==> src/logic/rvCorePkg.sv <==
// RV32I subset only (lw sw R-type I-type beq jal lui) and every width is fixed by the ISA
`default_nettype none

package rvCorePkg;

    // widths with a meaning
    typedef logic [31:0] word_t;
    typedef logic [6:0]  opcode_t;
    typedef logic [2:0]  funct3_t;

    // immediate format codes used by immSrcDec and immExtend
    typedef enum logic [2:0] {
        immI = 3'd0,
        immS = 3'd1,
        immB = 3'd2,
        immJ = 3'd3,
        immU = 3'd4
    } immSrc_t;

    // ALU class from the main decoder
    typedef enum logic [1:0] {
        aluAdd   = 2'b00,
        aluSub   = 2'b01,
        aluFunct = 2'b10,
        aluPass  = 2'b11
    } aluOp_t;

    // ALU operation select
    typedef enum logic [2:0] {
        ctrlAdd   = 3'b000,
        ctrlSub   = 3'b001,
        ctrlAnd   = 3'b010,
        ctrlOr    = 3'b011,
        ctrlPassB = 3'b100,
        ctrlSlt   = 3'b101
    } aluCtrl_t;

    // write-back source
    typedef enum logic [1:0] {
        resAlu     = 2'd0,
        resMem     = 2'd1,
        resPcPlus4 = 2'd2
    } resultSrc_t;

    // major opcodes
    localparam opcode_t opLoad   = 7'b0000011;
    localparam opcode_t opStore  = 7'b0100011;
    localparam opcode_t opRtype  = 7'b0110011;
    localparam opcode_t opItype  = 7'b0010011;
    localparam opcode_t opBranch = 7'b1100011;
    localparam opcode_t opJal    = 7'b1101111;
    localparam opcode_t opLui    = 7'b0110111;

    // sequential pc step
    localparam word_t pcStep = 32'd4;

    // main decoder controls
    typedef struct packed {
        logic       regWrite;
        logic       memWrite;
        logic       aluSrcImm;
        logic       branch;
        logic       jump;
        resultSrc_t resultSrc;
        aluOp_t     aluOp;
        logic       illegal;
    } ctrl_t;

    // registered execute result
    typedef struct packed {
        word_t      aluResult;
        word_t      writeData;
        word_t      pcNext;
        logic       regWrite;
        logic       memWrite;
        resultSrc_t resultSrc;
        logic       illegal;
    } execOut_t;

endpackage

`default_nettype wire
==> src/logic/rvDecodeExec.sv <==
// decode-execute slice taking one instruction per cycle with results one cycle after instrValid
`timescale 1ns/10ps
`default_nettype none

module rvDecodeExec (
    input  wire logic             clk,
    input  wire logic             rstN,
    input  wire logic             instrValid,
    input  wire rvCorePkg::word_t instr,
    input  wire rvCorePkg::word_t rs1Data,
    input  wire rvCorePkg::word_t rs2Data,
    input  wire rvCorePkg::word_t pc,
    output logic                  outValid,
    output rvCorePkg::execOut_t   out
);

    wire rvCorePkg::immSrc_t  immSrc;
    wire rvCorePkg::ctrl_t    ctrl;
    wire rvCorePkg::aluCtrl_t aluCtrl;
    wire rvCorePkg::word_t    immExt;

    // opcode to immediate format
    immSrcDec uImmSrcDec (
        .op     (instr[6:0]),
        .immSrc (immSrc)
    );

    mainDecoder uMainDecoder (
        .op   (instr[6:0]),
        .ctrl (ctrl)
    );

    // funct3 in 14:12, funct7 bit 5 is instr[30], opcode bit 5 splits R from I
    aluDecoder uAluDecoder (
        .aluOp    (ctrl.aluOp),
        .funct3   (instr[14:12]),
        .funct7b5 (instr[30]),
        .opb5     (instr[5]),
        .aluCtrl  (aluCtrl)
    );

    immExtend uImmExtend (
        .instr  (instr),
        .immSrc (immSrc),
        .immExt (immExt)
    );

    // only registered stage
    executeStage uExecuteStage (
        .clk        (clk),
        .rstN       (rstN),
        .instrValid (instrValid),
        .ctrl       (ctrl),
        .aluCtrl    (aluCtrl),
        .rs1Data    (rs1Data),
        .rs2Data    (rs2Data),
        .pc         (pc),
        .immExt     (immExt),
        .outValid   (outValid),
        .out        (out)
    );

endmodule

`default_nettype wire

==> src/logic/executeStage.sv <==
// one result register with no back-pressure so the consumer must take out in its outValid cycle
`timescale 1ns/10ps
`default_nettype none

module executeStage (
    input  wire logic                clk,
    input  wire logic                rstN,
    input  wire logic                instrValid,
    input  wire rvCorePkg::ctrl_t    ctrl,
    input  wire rvCorePkg::aluCtrl_t aluCtrl,
    input  wire rvCorePkg::word_t    rs1Data,
    input  wire rvCorePkg::word_t    rs2Data,
    input  wire rvCorePkg::word_t    pc,
    input  wire rvCorePkg::word_t    immExt,
    output logic                     outValid,
    output rvCorePkg::execOut_t      out
);

    rvCorePkg::word_t    srcB;
    rvCorePkg::word_t    aluOut;
    rvCorePkg::word_t    pcPlus4;
    rvCorePkg::word_t    pcTarget;
    logic                zero;
    logic                takeTarget;
    rvCorePkg::execOut_t nextOut;

    // operand B mux
    assign srcB = ctrl.aluSrcImm ? immExt : rs2Data;

    always_comb
    begin
        case (aluCtrl)
            rvCorePkg::ctrlAdd:
                aluOut = rs1Data + srcB;
            rvCorePkg::ctrlSub:
                aluOut = rs1Data - srcB;
            rvCorePkg::ctrlAnd:
                aluOut = rs1Data & srcB;
            rvCorePkg::ctrlOr:
                aluOut = rs1Data | srcB;
            rvCorePkg::ctrlPassB:
                aluOut = srcB;
            // signed compare
            rvCorePkg::ctrlSlt:
                aluOut = {31'b0, $signed(rs1Data) < $signed(srcB)};
            default:
                aluOut = rs1Data + srcB;
        endcase
    end

    // beq resolves on a zero difference
    assign zero = (aluOut == '0);

    assign pcPlus4  = pc + rvCorePkg::pcStep;
    assign pcTarget = pc + immExt;

    // jal always, beq only when equal
    assign takeTarget = ctrl.jump | (ctrl.branch & zero);

    always_comb
    begin
        nextOut.aluResult = aluOut;
        // jal returns the link address
        if (ctrl.resultSrc == rvCorePkg::resPcPlus4)
            nextOut.aluResult = pcPlus4;
        // store data is rs2 untouched
        nextOut.writeData = rs2Data;
        nextOut.pcNext    = takeTarget ? pcTarget : pcPlus4;
        nextOut.regWrite  = ctrl.regWrite;
        nextOut.memWrite  = ctrl.memWrite;
        nextOut.resultSrc = ctrl.resultSrc;
        nextOut.illegal   = ctrl.illegal;
    end

    always_ff @(posedge clk)
    begin
        if (!rstN)
        begin
            outValid <= 1'b0;
            out      <= '0;
        end
        else
        begin
            // strobe follows the input by one cycle
            outValid <= instrValid;
            // payload held between strobes
            if (instrValid)
                out <= nextOut;
        end
    end

endmodule

`default_nettype wire

==> src/logic/immExtend.sv <==
// combinational immediate builder for I S B J U formats with sign taken from instruction bit 31
`timescale 1ns/10ps
`default_nettype none

module immExtend (
    input  wire rvCorePkg::word_t   instr,
    input  wire rvCorePkg::immSrc_t immSrc,
    output rvCorePkg::word_t        immExt
);

    always_comb
    begin
        case (immSrc)
            // imm[11:0] in 31:20
            rvCorePkg::immI:
                immExt = {{20{instr[31]}}, instr[31:20]};
            // imm[11:5] in 31:25, imm[4:0] in 11:7
            rvCorePkg::immS:
                immExt = {{20{instr[31]}}, instr[31:25], instr[11:7]};
            // halfword offset so bit 0 is zero
            rvCorePkg::immB:
                immExt = {{20{instr[31]}}, instr[7], instr[30:25], instr[11:8], 1'b0};
            // jal offset with its bits scrambled in the encoding
            rvCorePkg::immJ:
                immExt = {{12{instr[31]}}, instr[19:12], instr[20], instr[30:21], 1'b0};
            // low 12 bits zero
            rvCorePkg::immU:
                immExt = {instr[31:12], 12'b0};
            // unused codes
            default:
                immExt = {{20{instr[31]}}, instr[31:20]};
        endcase
    end

endmodule

`default_nettype wire

==> src/logic/aluDecoder.sv <==
// combinational ALU select where unsupported funct3 codes under aluFunct fall back to add
`timescale 1ns/10ps
`default_nettype none

module aluDecoder (
    input  wire rvCorePkg::aluOp_t  aluOp,
    input  wire rvCorePkg::funct3_t funct3,
    input  wire logic               funct7b5,
    input  wire logic               opb5,
    output rvCorePkg::aluCtrl_t     aluCtrl
);

    // sub only on R-type with funct7 bit 5 set
    // so addi with a negative immediate stays an add
    logic rtypeSub;

    assign rtypeSub = funct7b5 & opb5;

    always_comb
    begin
        case (aluOp)
            rvCorePkg::aluAdd:
                aluCtrl = rvCorePkg::ctrlAdd;
            rvCorePkg::aluSub:
                aluCtrl = rvCorePkg::ctrlSub;
            rvCorePkg::aluPass:
                aluCtrl = rvCorePkg::ctrlPassB;
            default:
            begin
                // R-type or I-type ALU
                case (funct3)
                    3'b000:
                        aluCtrl = rtypeSub ? rvCorePkg::ctrlSub : rvCorePkg::ctrlAdd;
                    // slt, slti
                    3'b010:
                        aluCtrl = rvCorePkg::ctrlSlt;
                    // or, ori
                    3'b110:
                        aluCtrl = rvCorePkg::ctrlOr;
                    // and, andi
                    3'b111:
                        aluCtrl = rvCorePkg::ctrlAnd;
                    default:
                        aluCtrl = rvCorePkg::ctrlAdd;
                endcase
            end
        endcase
    end

endmodule

`default_nettype wire

==> src/logic/mainDecoder.sv <==
// combinational main control table where any opcode outside the subset sets illegal with no writes
`timescale 1ns/10ps
`default_nettype none

module mainDecoder (
    input  wire rvCorePkg::opcode_t op,
    output rvCorePkg::ctrl_t        ctrl
);

    always_comb
    begin
        // everything inactive unless the opcode says otherwise
        ctrl           = '0;
        ctrl.resultSrc = rvCorePkg::resAlu;
        ctrl.aluOp     = rvCorePkg::aluAdd;
        case (op)
            rvCorePkg::opLoad:
            begin
                // address is rs1 plus offset
                ctrl.regWrite  = 1'b1;
                ctrl.aluSrcImm = 1'b1;
                ctrl.resultSrc = rvCorePkg::resMem;
            end
            rvCorePkg::opStore:
            begin
                // no register write on a store
                ctrl.memWrite  = 1'b1;
                ctrl.aluSrcImm = 1'b1;
            end
            rvCorePkg::opRtype:
            begin
                ctrl.regWrite = 1'b1;
                ctrl.aluOp    = rvCorePkg::aluFunct;
            end
            rvCorePkg::opItype:
            begin
                ctrl.regWrite  = 1'b1;
                ctrl.aluSrcImm = 1'b1;
                ctrl.aluOp     = rvCorePkg::aluFunct;
            end
            rvCorePkg::opBranch:
            begin
                // compare by subtraction
                ctrl.branch = 1'b1;
                ctrl.aluOp  = rvCorePkg::aluSub;
            end
            rvCorePkg::opJal:
            begin
                // link value is pc + 4
                ctrl.regWrite  = 1'b1;
                ctrl.jump      = 1'b1;
                ctrl.resultSrc = rvCorePkg::resPcPlus4;
            end
            rvCorePkg::opLui:
            begin
                // immediate straight through the ALU
                ctrl.regWrite  = 1'b1;
                ctrl.aluSrcImm = 1'b1;
                ctrl.aluOp     = rvCorePkg::aluPass;
            end
            default:
            begin
                ctrl.illegal = 1'b1;
            end
        endcase
    end

endmodule

`default_nettype wire

==> src/logic/immSrcDec.sv <==
// combinational map from opcode to immediate format where R-type and unknown opcodes give immI
`timescale 1ns/10ps
`default_nettype none

module immSrcDec (
    input  wire rvCorePkg::opcode_t op,
    output rvCorePkg::immSrc_t      immSrc
);

    always_comb
    begin
        case (op)
            // loads use the I format
            rvCorePkg::opLoad:
                immSrc = rvCorePkg::immI;
            // store offset split over two fields
            rvCorePkg::opStore:
                immSrc = rvCorePkg::immS;
            // immediate ALU ops
            rvCorePkg::opItype:
                immSrc = rvCorePkg::immI;
            // beq offset in halfwords
            rvCorePkg::opBranch:
                immSrc = rvCorePkg::immB;
            // jal 21-bit offset
            rvCorePkg::opJal:
                immSrc = rvCorePkg::immJ;
            // upper 20 bits
            rvCorePkg::opLui:
                immSrc = rvCorePkg::immU;
            // R-type has no immediate and garbage is flagged elsewhere
            default:
                immSrc = rvCorePkg::immI;
        endcase
    end

endmodule

`default_nettype wire

==> config.mk <==
export PLATFORM = sky130hd
export DESIGN_NAME = rvDecodeExec
export DESIGN_NICKNAME = d
export VERILOG_FILES = /design/src/logic/rvCorePkg.sv /design/src/logic/rvDecodeExec.sv /design/src/logic/executeStage.sv /design/src/logic/immExtend.sv /design/src/logic/aluDecoder.sv /design/src/logic/mainDecoder.sv /design/src/logic/immSrcDec.sv
export SDC_FILE = /design/constraint.sdc
export NUM_CORES = 1
export LEC_CHECK = 0
export ABC_AREA = 0
export BUFFER_PORTS_ARGS = -buffer_cell sky130_fd_sc_hd__buf_2
export CORE_MARGIN = 4
export CORE_UTILIZATION = 35
export CTS_CLUSTER_SIZE = 28
export DETAILED_ROUTE_END_ITERATION = 16
export GPL_TIMING_DRIVEN = 0
export MAX_ROUTING_LAYER = met4
export SLEW_MARGIN = 10
export SYNTH_ARGS = -nofsm -noshare
export SYNTH_HDL_FRONTEND = slang
export SYNTH_HIERARCHICAL = 1
export SYNTH_SLANG_ARGS = --single-unit
export TNS_END_PERCENT = 100
==> constraint.sdc <==
create_clock -name clk -period 8.9 [get_ports clk]
set_clock_uncertainty 0.2 [all_clocks]
set_input_delay 0.89 -clock clk [delete_from_list [all_inputs] [get_ports clk]]
set_output_delay 0.89 -clock clk [all_outputs]
set_load 0.03 [all_outputs]
==> results of run 1 <==
## worst min-delay path by stage
| stage | slack, ps | cells after the start | from | endpoint |
|---|---|---|---|---|
| floorplan | 390 | 2 | uExecuteStage/out[36] | uExecuteStage/out[36] |
| global placement | 260 | 2 | uExecuteStage/out[36] | uExecuteStage/out[36] |
| detailed placement | 260 | 2 | uExecuteStage/out[36] | uExecuteStage/out[36] |
| CTS | 280 | 2 | uExecuteStage/out[36] | uExecuteStage/out[36] |
| global route | 300 | 1 | uExecuteStage/out[69] | uExecuteStage/out[69] |
| finish | 280 | 2 | uExecuteStage/out[36] | uExecuteStage/out[36] |
## cells by family (layout without fill, tap and decap cells)
group           after synthesis  count (layout)  share of synthesized area (%)
simple gates                600             600                           23.6
mux                         120             120                           9.14
other cells                   0               2                              0
buf+inv                     231             479                           7.06
flops                       102             102                           15.2
compound gates              548             548                           28.1
xor+xnor                     66              66                           4.31
fa+ha+maj                   133             133                           12.6
## state kept, by name (all words and copies together) (netlist names)
name and flops:
uExecuteStage/outValid 1, uExecuteStage/out 101
## tightest hold or removal path, delay by kind of cell (launching register included)
family	cells	cell delay [ps]
flops	1	330
simple gates	2	130
## repair_timing
item	4_1_cts	5_1_grt
setup buffers	0	0
gates resized for setup	0	1
endpoints found under the setup margin	0	28
## power by group through the flow
stage	sequential (mW)	clock, mW	combinational, mW
after floorplan	0.591	0	0.523
after global placement	0.526	0	0.881
after detailed placement	0.526	0	0.889
after CTS	0.516	0.415	0.893
after global routing	0.520	0.432	0.983
final	0.517	0.411	0.914
## metal layers
| metal | global-route usage [%] | wire length (um) |
|---|---|---|
| met1 | 39.5 | 27000 |
| met2 | 45.5 | 27400 |
| met3 | 5.10 | 5410 |
| met4 | 12.1 | 3050 |
| met5 | - | 0 |
## layout make-up
class	count	area [um^2]	area share, %
flip-flops and latches	102	2040	13.1
repair buffers	232	1170	7.53
multi-input cells	1467	10400	67.2
clock inverters	6	55.1	0.354
plain buffers	108	485	3.12
clock buffers	10	239	1.54
diodes	2	5.00	0.0322
inverters	123	462	2.97
well taps	511	639	4.12
## synthesized netlist by cell type (all sizes together) (45+ instances only)
cell type	instances	share of area [%]
mux2i	100	7.5
nor3	54	2.1
inv	120	3.4
nand2	120	3.4
ha	130	12
nand3	45	1.7
nor2	130	3.7
nor2b	88	4.1
clkbuf	64	1.8
dfxtp	102	15
o21ai	102	3.8
a21oi	138	5.2
==> insert_results.sql, run 1 <==
INSERT INTO impl_metrics (metric_group, metric, value, unit) VALUES
('place', 'port_buffers', '230', ''),
('global_routing', 'first_pass_grt_wire_length', '92300', 'um'),
('setup_path', 'critical_path_cell_count', '22', ''),
('sta', 'finalMaxSlewViolations', '0', ''),
('place', 'dp.final_hpwl', '51900', 'um'),
('sta', 'fin_hold_ws', '279', 'ps'),
('routing', 'ant_nets', '0', ''),
('layout', 'postLayoutCoreUtil', '41.2', '%'),
('synthesis', 'synth-seq-cells', '102', ''),
('clock_network', 'cts_made_buffers', '9', ''),
('clock_network', 'buffer_cell_driving_the_clock_tree_root', 'sky130_fd_sc_hd__clkbuf_16', ''),
('setup_path', 'crit_path_max_fanout', '10', ''),
('clock_network', 'cts_buffer_depth', '2', ''),
('setup_path', 'crit_path_cell_trace', 'buf_2 > nand3_1 > nor4b_1 > clkbuf_1 > nand2b_1 > o22ai_1 > nor3_1 > mux2i_1 > fa_1 > nor2b_1 > o311ai_1 > a21oi_1 > a221o_1 > a222oi_1 > nand4_1 > or4b_1 > nand3b_1 > nor4_4 > a21o_1 > buf_4 > mux2_1 > a21oi_1', ''),
('synthesis', 'synth_sequential_area_ratio', '15.2', '%'),
('routing', 'detail_route.vias_per_cell', '5.98', ''),
('place', 'placed_area', '0.0152', 'mm^2'),
('floorplanning', 'pin_count', '233', ''),
('setup_path', 'end_kind', 'flop', ''),
('layout', 'stdcell_count', '2561', ''),
('routing', 'route.final.wire_length', '62900', 'um'),
('synthesis', 'asyncSetResetFlopFracSynth', '0', '%'),
('setup_path', 'critical_path.n_buffers_inverters', '3', ''),
('sta', 'fmaxAchievable', '0.117', 'GHz'),
('sta', 'slew_headroom', '22.1', '%'),
('sta', 'grt_setup_unrepaired', 'no', ''),
('global_routing', 'grt_start_max_net_pins', '19', ''),
('synthesis', 'syn_area_per_cell', '7.45', 'um^2'),
('layout', 'num-nets-final', '2307', ''),
('pwr', 'netSwitchingPower', '0.828', 'mW'),
('routing', 'vias', '15314', ''),
('setup_path', 'worst_path_max_delay_cell', 'sky130_fd_sc_hd__nor4b_1', ''),
('place', 'place_ws', '-275', 'ps'),
('sta', 'tns', '0', 'ps'),
('synthesis', 'synth_area', '0.0134', 'mm^2'),
('setup_path', 'critical_path_required', '8990', 'ps'),
('setup_path', 'cp-endpoint', 'uExecuteStage/out[7]', ''),
('floorplanning', 'placement_rows', '71', ''),
('routing', 'drt_first_iter_violations', '1717', ''),
('pwr', 'pwr-share-seq', '28.1', '%'),
('pwr', 'total_power', '1.84', 'mW'),
('clock_network', 'cts.hold.buffers_added', '0', ''),
('setup_path', 'setup.reg_to_reg.worst_slack', '7810', 'ps'),
('floorplanning', 'die_area', '0.0415', 'mm^2'),
('routing', 'first_pass_iters', '5', ''),
('routing', 'drt_drc_violations_left', '0', ''),
('synthesis', 'synth_ff_type', 'sky130_fd_sc_hd__dfxtp_1', ''),
('floorplanning', 'die_h', '204', 'um'),
('synthesis', 'synth_cell_types', '105', ''),
('clock_network', 'clock_tree_from_tritoncts', 'built', ''),
('job', 'max-cap-violations', '0', ''),
('global_routing', 'gr-usage-all-layers', '29.9', '%'),
('run_status', 'run_status', 'complete, no violations', ''),
('setup_path', 'critical_path.most_common_cell', 'sky130_fd_sc_hd__a21oi_1', ''),
('floorplanning', 'core_area', '0.0378', 'mm^2'),
('sta', 'post-route-period-util', '96.4', '%'),
('pwr', 'power.ir.vdd_worst', '92.2', 'uV'),
('setup_path', 'critPathMaxStageDelay', '930', 'ps'),
('floorplanning', 'die_x', '204', 'um'),
('synthesis', 'synth_edf_count', '0', ''),
('setup_path', 'rr_worst_depth', '3', ''),
('pwr', 'power.internal', '1.01', 'mW'),
('setup_path', 'timing.critical_path.from_type', 'input pin', ''),
('pwr', 'pwr-share-comb', '49.6', '%'),
('layout', 'layout.cells.most_common_list', '255 x sky130_fd_sc_hd__buf_2, 136 x sky130_fd_sc_hd__a21oi_1, 130 x sky130_fd_sc_hd__ha_1', ''),
('pwr', 'leakage', '6.86', 'nW'),
('setup_path', 'worst_setup_path_startpoint', 'instr[5]', ''),
('routing', 'drt-wirelength-per-cell', '24.6', 'um'),
('synthesis', 'synth_fp_nets', '2064', ''),
('floorplanning', 'initial_utilization', '35.5', '%'),
('pwr', 'power.density_cell_area', '119', 'mW/mm^2');
Note: power is estimated with default switching activity, not from simulation.
==> run 2, diff against run 1 <==
Settings changed: ABC_AREA 0 to 1, BUFFER_PORTS_ARGS -buffer_cell sky130_fd_sc_hd__buf_2 to unset, DONT_BUFFER_PORTS set to 1.
==> run 2 against run 1 <==
Hold slack better by 150 ps. Fmax up 28%. First-iteration DRC count is 3.1% lower. Design area fell by 0.47%. Count of clock-buffer cells in the layout is the same. Critical endpoint is now uExecuteStage/out[10].
==> insert_results.sql, run 2 <==
INSERT INTO impl_metrics (metric_group, metric, value, unit) VALUES
('sta', 'grt_setup_unrepaired', 'no', ''),
('clock_network', 'clock_sink_count', '102', ''),
('setup_path', 'critical_path_required', '8950', 'ps'),
('place', 'globalplace.congestion', '1.03', ''),
('pwr', 'power.density_cell_area', '119', 'mW/mm^2'),
('global_routing', 'grt_start_max_net_pins', '19', ''),
('synthesis', 'synth.top_cell.area_share', '18.2', '%'),
('routing', 'top_layer_in_use', 'met4', ''),
('global_routing', 'antenna_found_initial', '1', ''),
('job', 'max-cap-violations', '0', ''),
('layout', 'largest_register_ffs', '101', ''),
('global_routing', 'first_pass_grt_wire_length', '106000', 'um'),
('routing', 'drt-wirelength-per-cell', '23.7', 'um'),
('worst_hold_path', 'timing.hold.worst_path_depth', '2', ''),
('setup_path', 'worst_path_arrival_time', '6770', 'ps'),
('global_routing', 'grt_pass1_vias', '16071', ''),
('pwr', 'power.ir.vdd_worst', '149', 'uV'),
('pwr', 'leakage', '7.85', 'nW'),
('place', 'dp.final_hpwl', '63500', 'um'),
('floorplanning', 'placement_rows', '74', ''),
('routing', 'vias', '16943', ''),
('routing', 'detail_route.vias_per_cell', '5.45', ''),
('setup_path', 'worst_path_max_delay_cell', 'sky130_fd_sc_hd__nor3_1', ''),
('synthesis', 'asyncSetResetFlopFracSynth', '0', '%'),
('clock_network', 'cts.reportedPaths.clkPinSlew', '80', 'ps'),
('setup_path', 'rr_worst_depth', '2', ''),
('setup_path', 'end_kind', 'flop', ''),
('routing', 'route.final.wire_length', '73800', 'um'),
('setup_path', 'category_of_the_most_critical_setup_path', 'in -> reg', ''),
('sta', 'slew_headroom', '27.8', '%'),
('floorplanning', 'die_area', '0.0447', 'mm^2'),
('synthesis', 'synth-seq-cells', '102', ''),
('layout', 'most_common_cell_after_layout_fill_and_taps_aside', 'sky130_fd_sc_hd__nand2_1', ''),
('synthesis', 'yosys_warnings', '6', ''),
('setup_path', 'critPathMaxStageDelay', '570', 'ps'),
('routing', 'dr_wl_met3', '6380', 'um'),
('clock_network', 'clock_tree_from_tritoncts', 'built', ''),
('clock_network', 'insertion_delay', '400', 'ps'),
('sta', 'tns', '0', 'ps'),
('floorplanning', 'core_area', '0.0408', 'mm^2'),
('layout', 'post_route_cells_drive_above_1_share', '7.61', '%'),
('layout', 'areaGrowthSynthToFinish', '6.74', '%'),
('routing', 'drt_first_iter_violations', '1663', ''),
('layout', 'biggestRegsByFlops', 'uExecuteStage/out x101, uExecuteStage/outValid x1', ''),
('sta', 'final_hold_violation_count', '0', ''),
('layout', 'stdcell_count', '3110', ''),
('layout', 'fillCellCount', '4682', ''),
('synthesis', 'synth_sequential_area_ratio', '14.1', '%'),
('clock_network', 'cts_buffer_depth', '2', ''),
('synthesis', 'synth_edf_count', '0', ''),
('clock_network', 'number_of_resized_instances_in_the_post_cts_repair_step', '0', ''),
('synthesis', 'synth_area', '0.0145', 'mm^2'),
('layout', 'postLayoutCoreUtil', '37.9', '%'),
('synthesis', 'synthMostInstantiatedCell', 'sky130_fd_sc_hd__nand2_1', ''),
('sta', 'post-route-period-util', '75.5', '%'),
('layout', 'num-nets-final', '2836', ''),
('worst_hold_path', 'hold_path.startpoint', 'uExecuteStage/out[21]', ''),
('routing', 'first_pass_iters', '6', ''),
('setup_path', 'critical_path.most_common_cell', 'sky130_fd_sc_hd__nand2_1', ''),
('global_routing', 'gr-usage-all-layers', '32.9', '%'),
('layout', 'max_flop_register', 'uExecuteStage/out', ''),
('place', 'numPlacedInstances', '3093', ''),
('synthesis', 'synth_ff_type', 'sky130_fd_sc_hd__dfxtp_1', ''),
('global_routing', 'globalRouteOverflowTotal', '0', ''),
('routing', 'drt_drc_violations_left', '0', ''),
('clock_network', 'cts_htree_levels', '3', ''),
('clock_network', 'buffer_cell_driving_the_clock_tree_root', 'sky130_fd_sc_hd__clkbuf_16', ''),
('routing', 'wire_length_on_met2', '33500', 'um'),
('routing', 'route.layer.met1.wl', '32500', 'um'),
('setup_path', 'timing.critical_path.from_type', 'input pin', ''),
('synthesis', 'synth_fp_nets', '2825', ''),
('floorplanning', 'initial_utilization', '35.5', '%'),
('sta', 'time_the_worst_path_needs_with_i_o_delays_and_setup', '6720', 'ps'),
('synthesis', 'syn_area_per_cell', '5.66', 'um^2'),
('clock_network', 'cts.hold.buffers_added', '0', ''),
('layout', 'layout.cells.most_common_list', '704 x sky130_fd_sc_hd__nand2_1, 350 x sky130_fd_sc_hd__inv_1, 294 x sky130_fd_sc_hd__nor2_1', ''),
('setup_path', 'setup.reg_to_reg.worst_slack', '7710', 'ps'),
('sta', 'fmaxAchievable', '0.149', 'GHz'),
('sta', 'finalMaxSlewViolations', '0', ''),
('setup_path', 'crit_path_max_fanout', '10', ''),
('sta', 'final-setup-viol-count', '0', ''),
('clock_network', 'cts_made_buffers', '9', ''),
('synthesis', 'netlist_top_cells_count', '704 x sky130_fd_sc_hd__nand2_1, 350 x sky130_fd_sc_hd__inv_1, 294 x sky130_fd_sc_hd__nor2_1, 229 x sky130_fd_sc_hd__nand3_1, 179 x sky130_fd_sc_hd__a21oi_1', ''),
('worst_hold_path', 'worstHoldPathType', 'reg -> reg', ''),
('clock_network', 'post_cts_buffers', '0', ''),
('synthesis', 'synth_area_leaders', 'sky130_fd_sc_hd__nand2_1 18%, sky130_fd_sc_hd__dfxtp_1 14%, sky130_fd_sc_hd__ha_1 11%', ''),
('routing', 'ant_nets', '0', ''),
('setup_path', 'critical_path.reg2reg.endpoint', 'uExecuteStage/out[59]', ''),
('worst_hold_path', 'worstHoldEndpoint', 'uExecuteStage/out[21]', ''),
('floorplanning', 'pin_count', '233', ''),
('run_status', 'run_status', 'complete, no violations', ''),
('synthesis', 'synth_cell_types', '54', ''),
('floorplanning', 'die_x', '211', 'um'),
('sta', 'tightestPinTransition', '1080', 'ps'),
('setup_path', 'r2r_startpoint', 'uExecuteStage/out[59]', ''),
('synthesis', 'yosys.area.top_type', 'sky130_fd_sc_hd__nand2_1', ''),
('floorplanning', 'die_h', '211', 'um'),
('synthesis', 'postSynthCellCount', '2561', ''),
('place', 'port_buffers', '0', '');
==> run 2: changes by cell type after synthesis, moves of 27 or more <==
cell	previous run	this run
sky130_fd_sc_hd__nor2_1	129	294
sky130_fd_sc_hd__nand2_1	120	704
sky130_fd_sc_hd__and3_1	29	2
sky130_fd_sc_hd__a21oi_1	136	179
sky130_fd_sc_hd__nand4_1	11	40
sky130_fd_sc_hd__nor3_1	52	19
sky130_fd_sc_hd__nor2b_1	88	0
sky130_fd_sc_hd__clkbuf_1	64	37
sky130_fd_sc_hd__inv_2	2	40
sky130_fd_sc_hd__inv_1	118	350
sky130_fd_sc_hd__a21o_1	36	2
sky130_fd_sc_hd__mux2i_1	100	0
sky130_fd_sc_hd__nand3_1	45	229
==> run 2: worst max path at each step <==
stage / to / cells past startpoint / slack [ps] / start
after floorplan: uExecuteStage/out[12] / 35 / 3840 / instr[6]
after global placement: uExecuteStage/out[9] / 29 / 2040 / instr[1]
after detailed placement: uExecuteStage/out[12] / 29 / 1960 / instr[1]
after CTS: uExecuteStage/out[9] / 29 / 2380 / instr[1]
after global routing: uExecuteStage/out[9] / 29 / 1950 / instr[1]
final: uExecuteStage/out[10] / 29 / 2180 / instr[1]
==> run 2: cell families (layout without fill, tap and decap cells) <==
family	after synthesis	count (layout)	share of synthesized area (%)
buffers and inverters	484	500	13.6
AND/OR/NAND/NOR	1382	1382	41.2
XOR/XNOR	60	60	3.63
other	0	1	0
adder cells (fa/ha/maj)	133	133	11.6
AO/OA/AOI/OAI	400	400	15.8
flip-flops	102	102	14.1
==> run 2: cell type report <==
| cell class | count | area, um^2 | area share, % |
|---|---|---|---|
| diodes | 1 | 2.50 | 0.0162 |
| plain buffers | 87 | 465 | 3.01 |
| clock buffers | 10 | 229 | 1.48 |
| clock inverters | 6 | 78.8 | 0.510 |
| inverters | 397 | 1500 | 9.69 |
| multi-input cells | 1975 | 10500 | 67.8 |
| flip-flops and latches | 102 | 2040 | 13.2 |
| well taps | 532 | 666 | 4.30 |
==> run 2: per-layer routing <==
metal  GRT usage, %  up-vias
met5              -        -
met4           7.17        0
met3           7.45       78
met2           52.1      712
met1           43.1     7951
li1               -     8202
==> run 2: critical path, delay by kind of cell <==
kind | cells | cell delay (ps)
AOI/OAI and AO/OA | 6 | 1430
buffers and inverters | 6 | 1320
and+or+nand+nor | 16 | 2820
adders and majority gates | 1 | 280
==> run 2: stage by stage <==
stage / setup slack, ps / power (mW) / area, um^2 / hold WS, ps
global route: 1950 / 1.96 / 15500 / 418
global placement: 2040 / 1.41 / 15200 / 414
detailed placement: 1960 / 1.41 / 15200 / 416
floorplan: 3840 / 1.14 / 14500 / 395
CTS: 2380 / 1.84 / 15500 / 408
finish: 2180 / 1.85 / 15500 / 424
==> run 2: power by group <==
group / total, mW / switching [mW] / internal, mW / leakage [nW]
logic: 0.829 / 0.585 / 0.244 / 6.85
registers: 0.588 / 0.0962 / 0.491 / 0.844
clock network: 0.430 / 0.207 / 0.223 / 0.151
total: 1.85 / 0.888 / 0.959 / 7.85
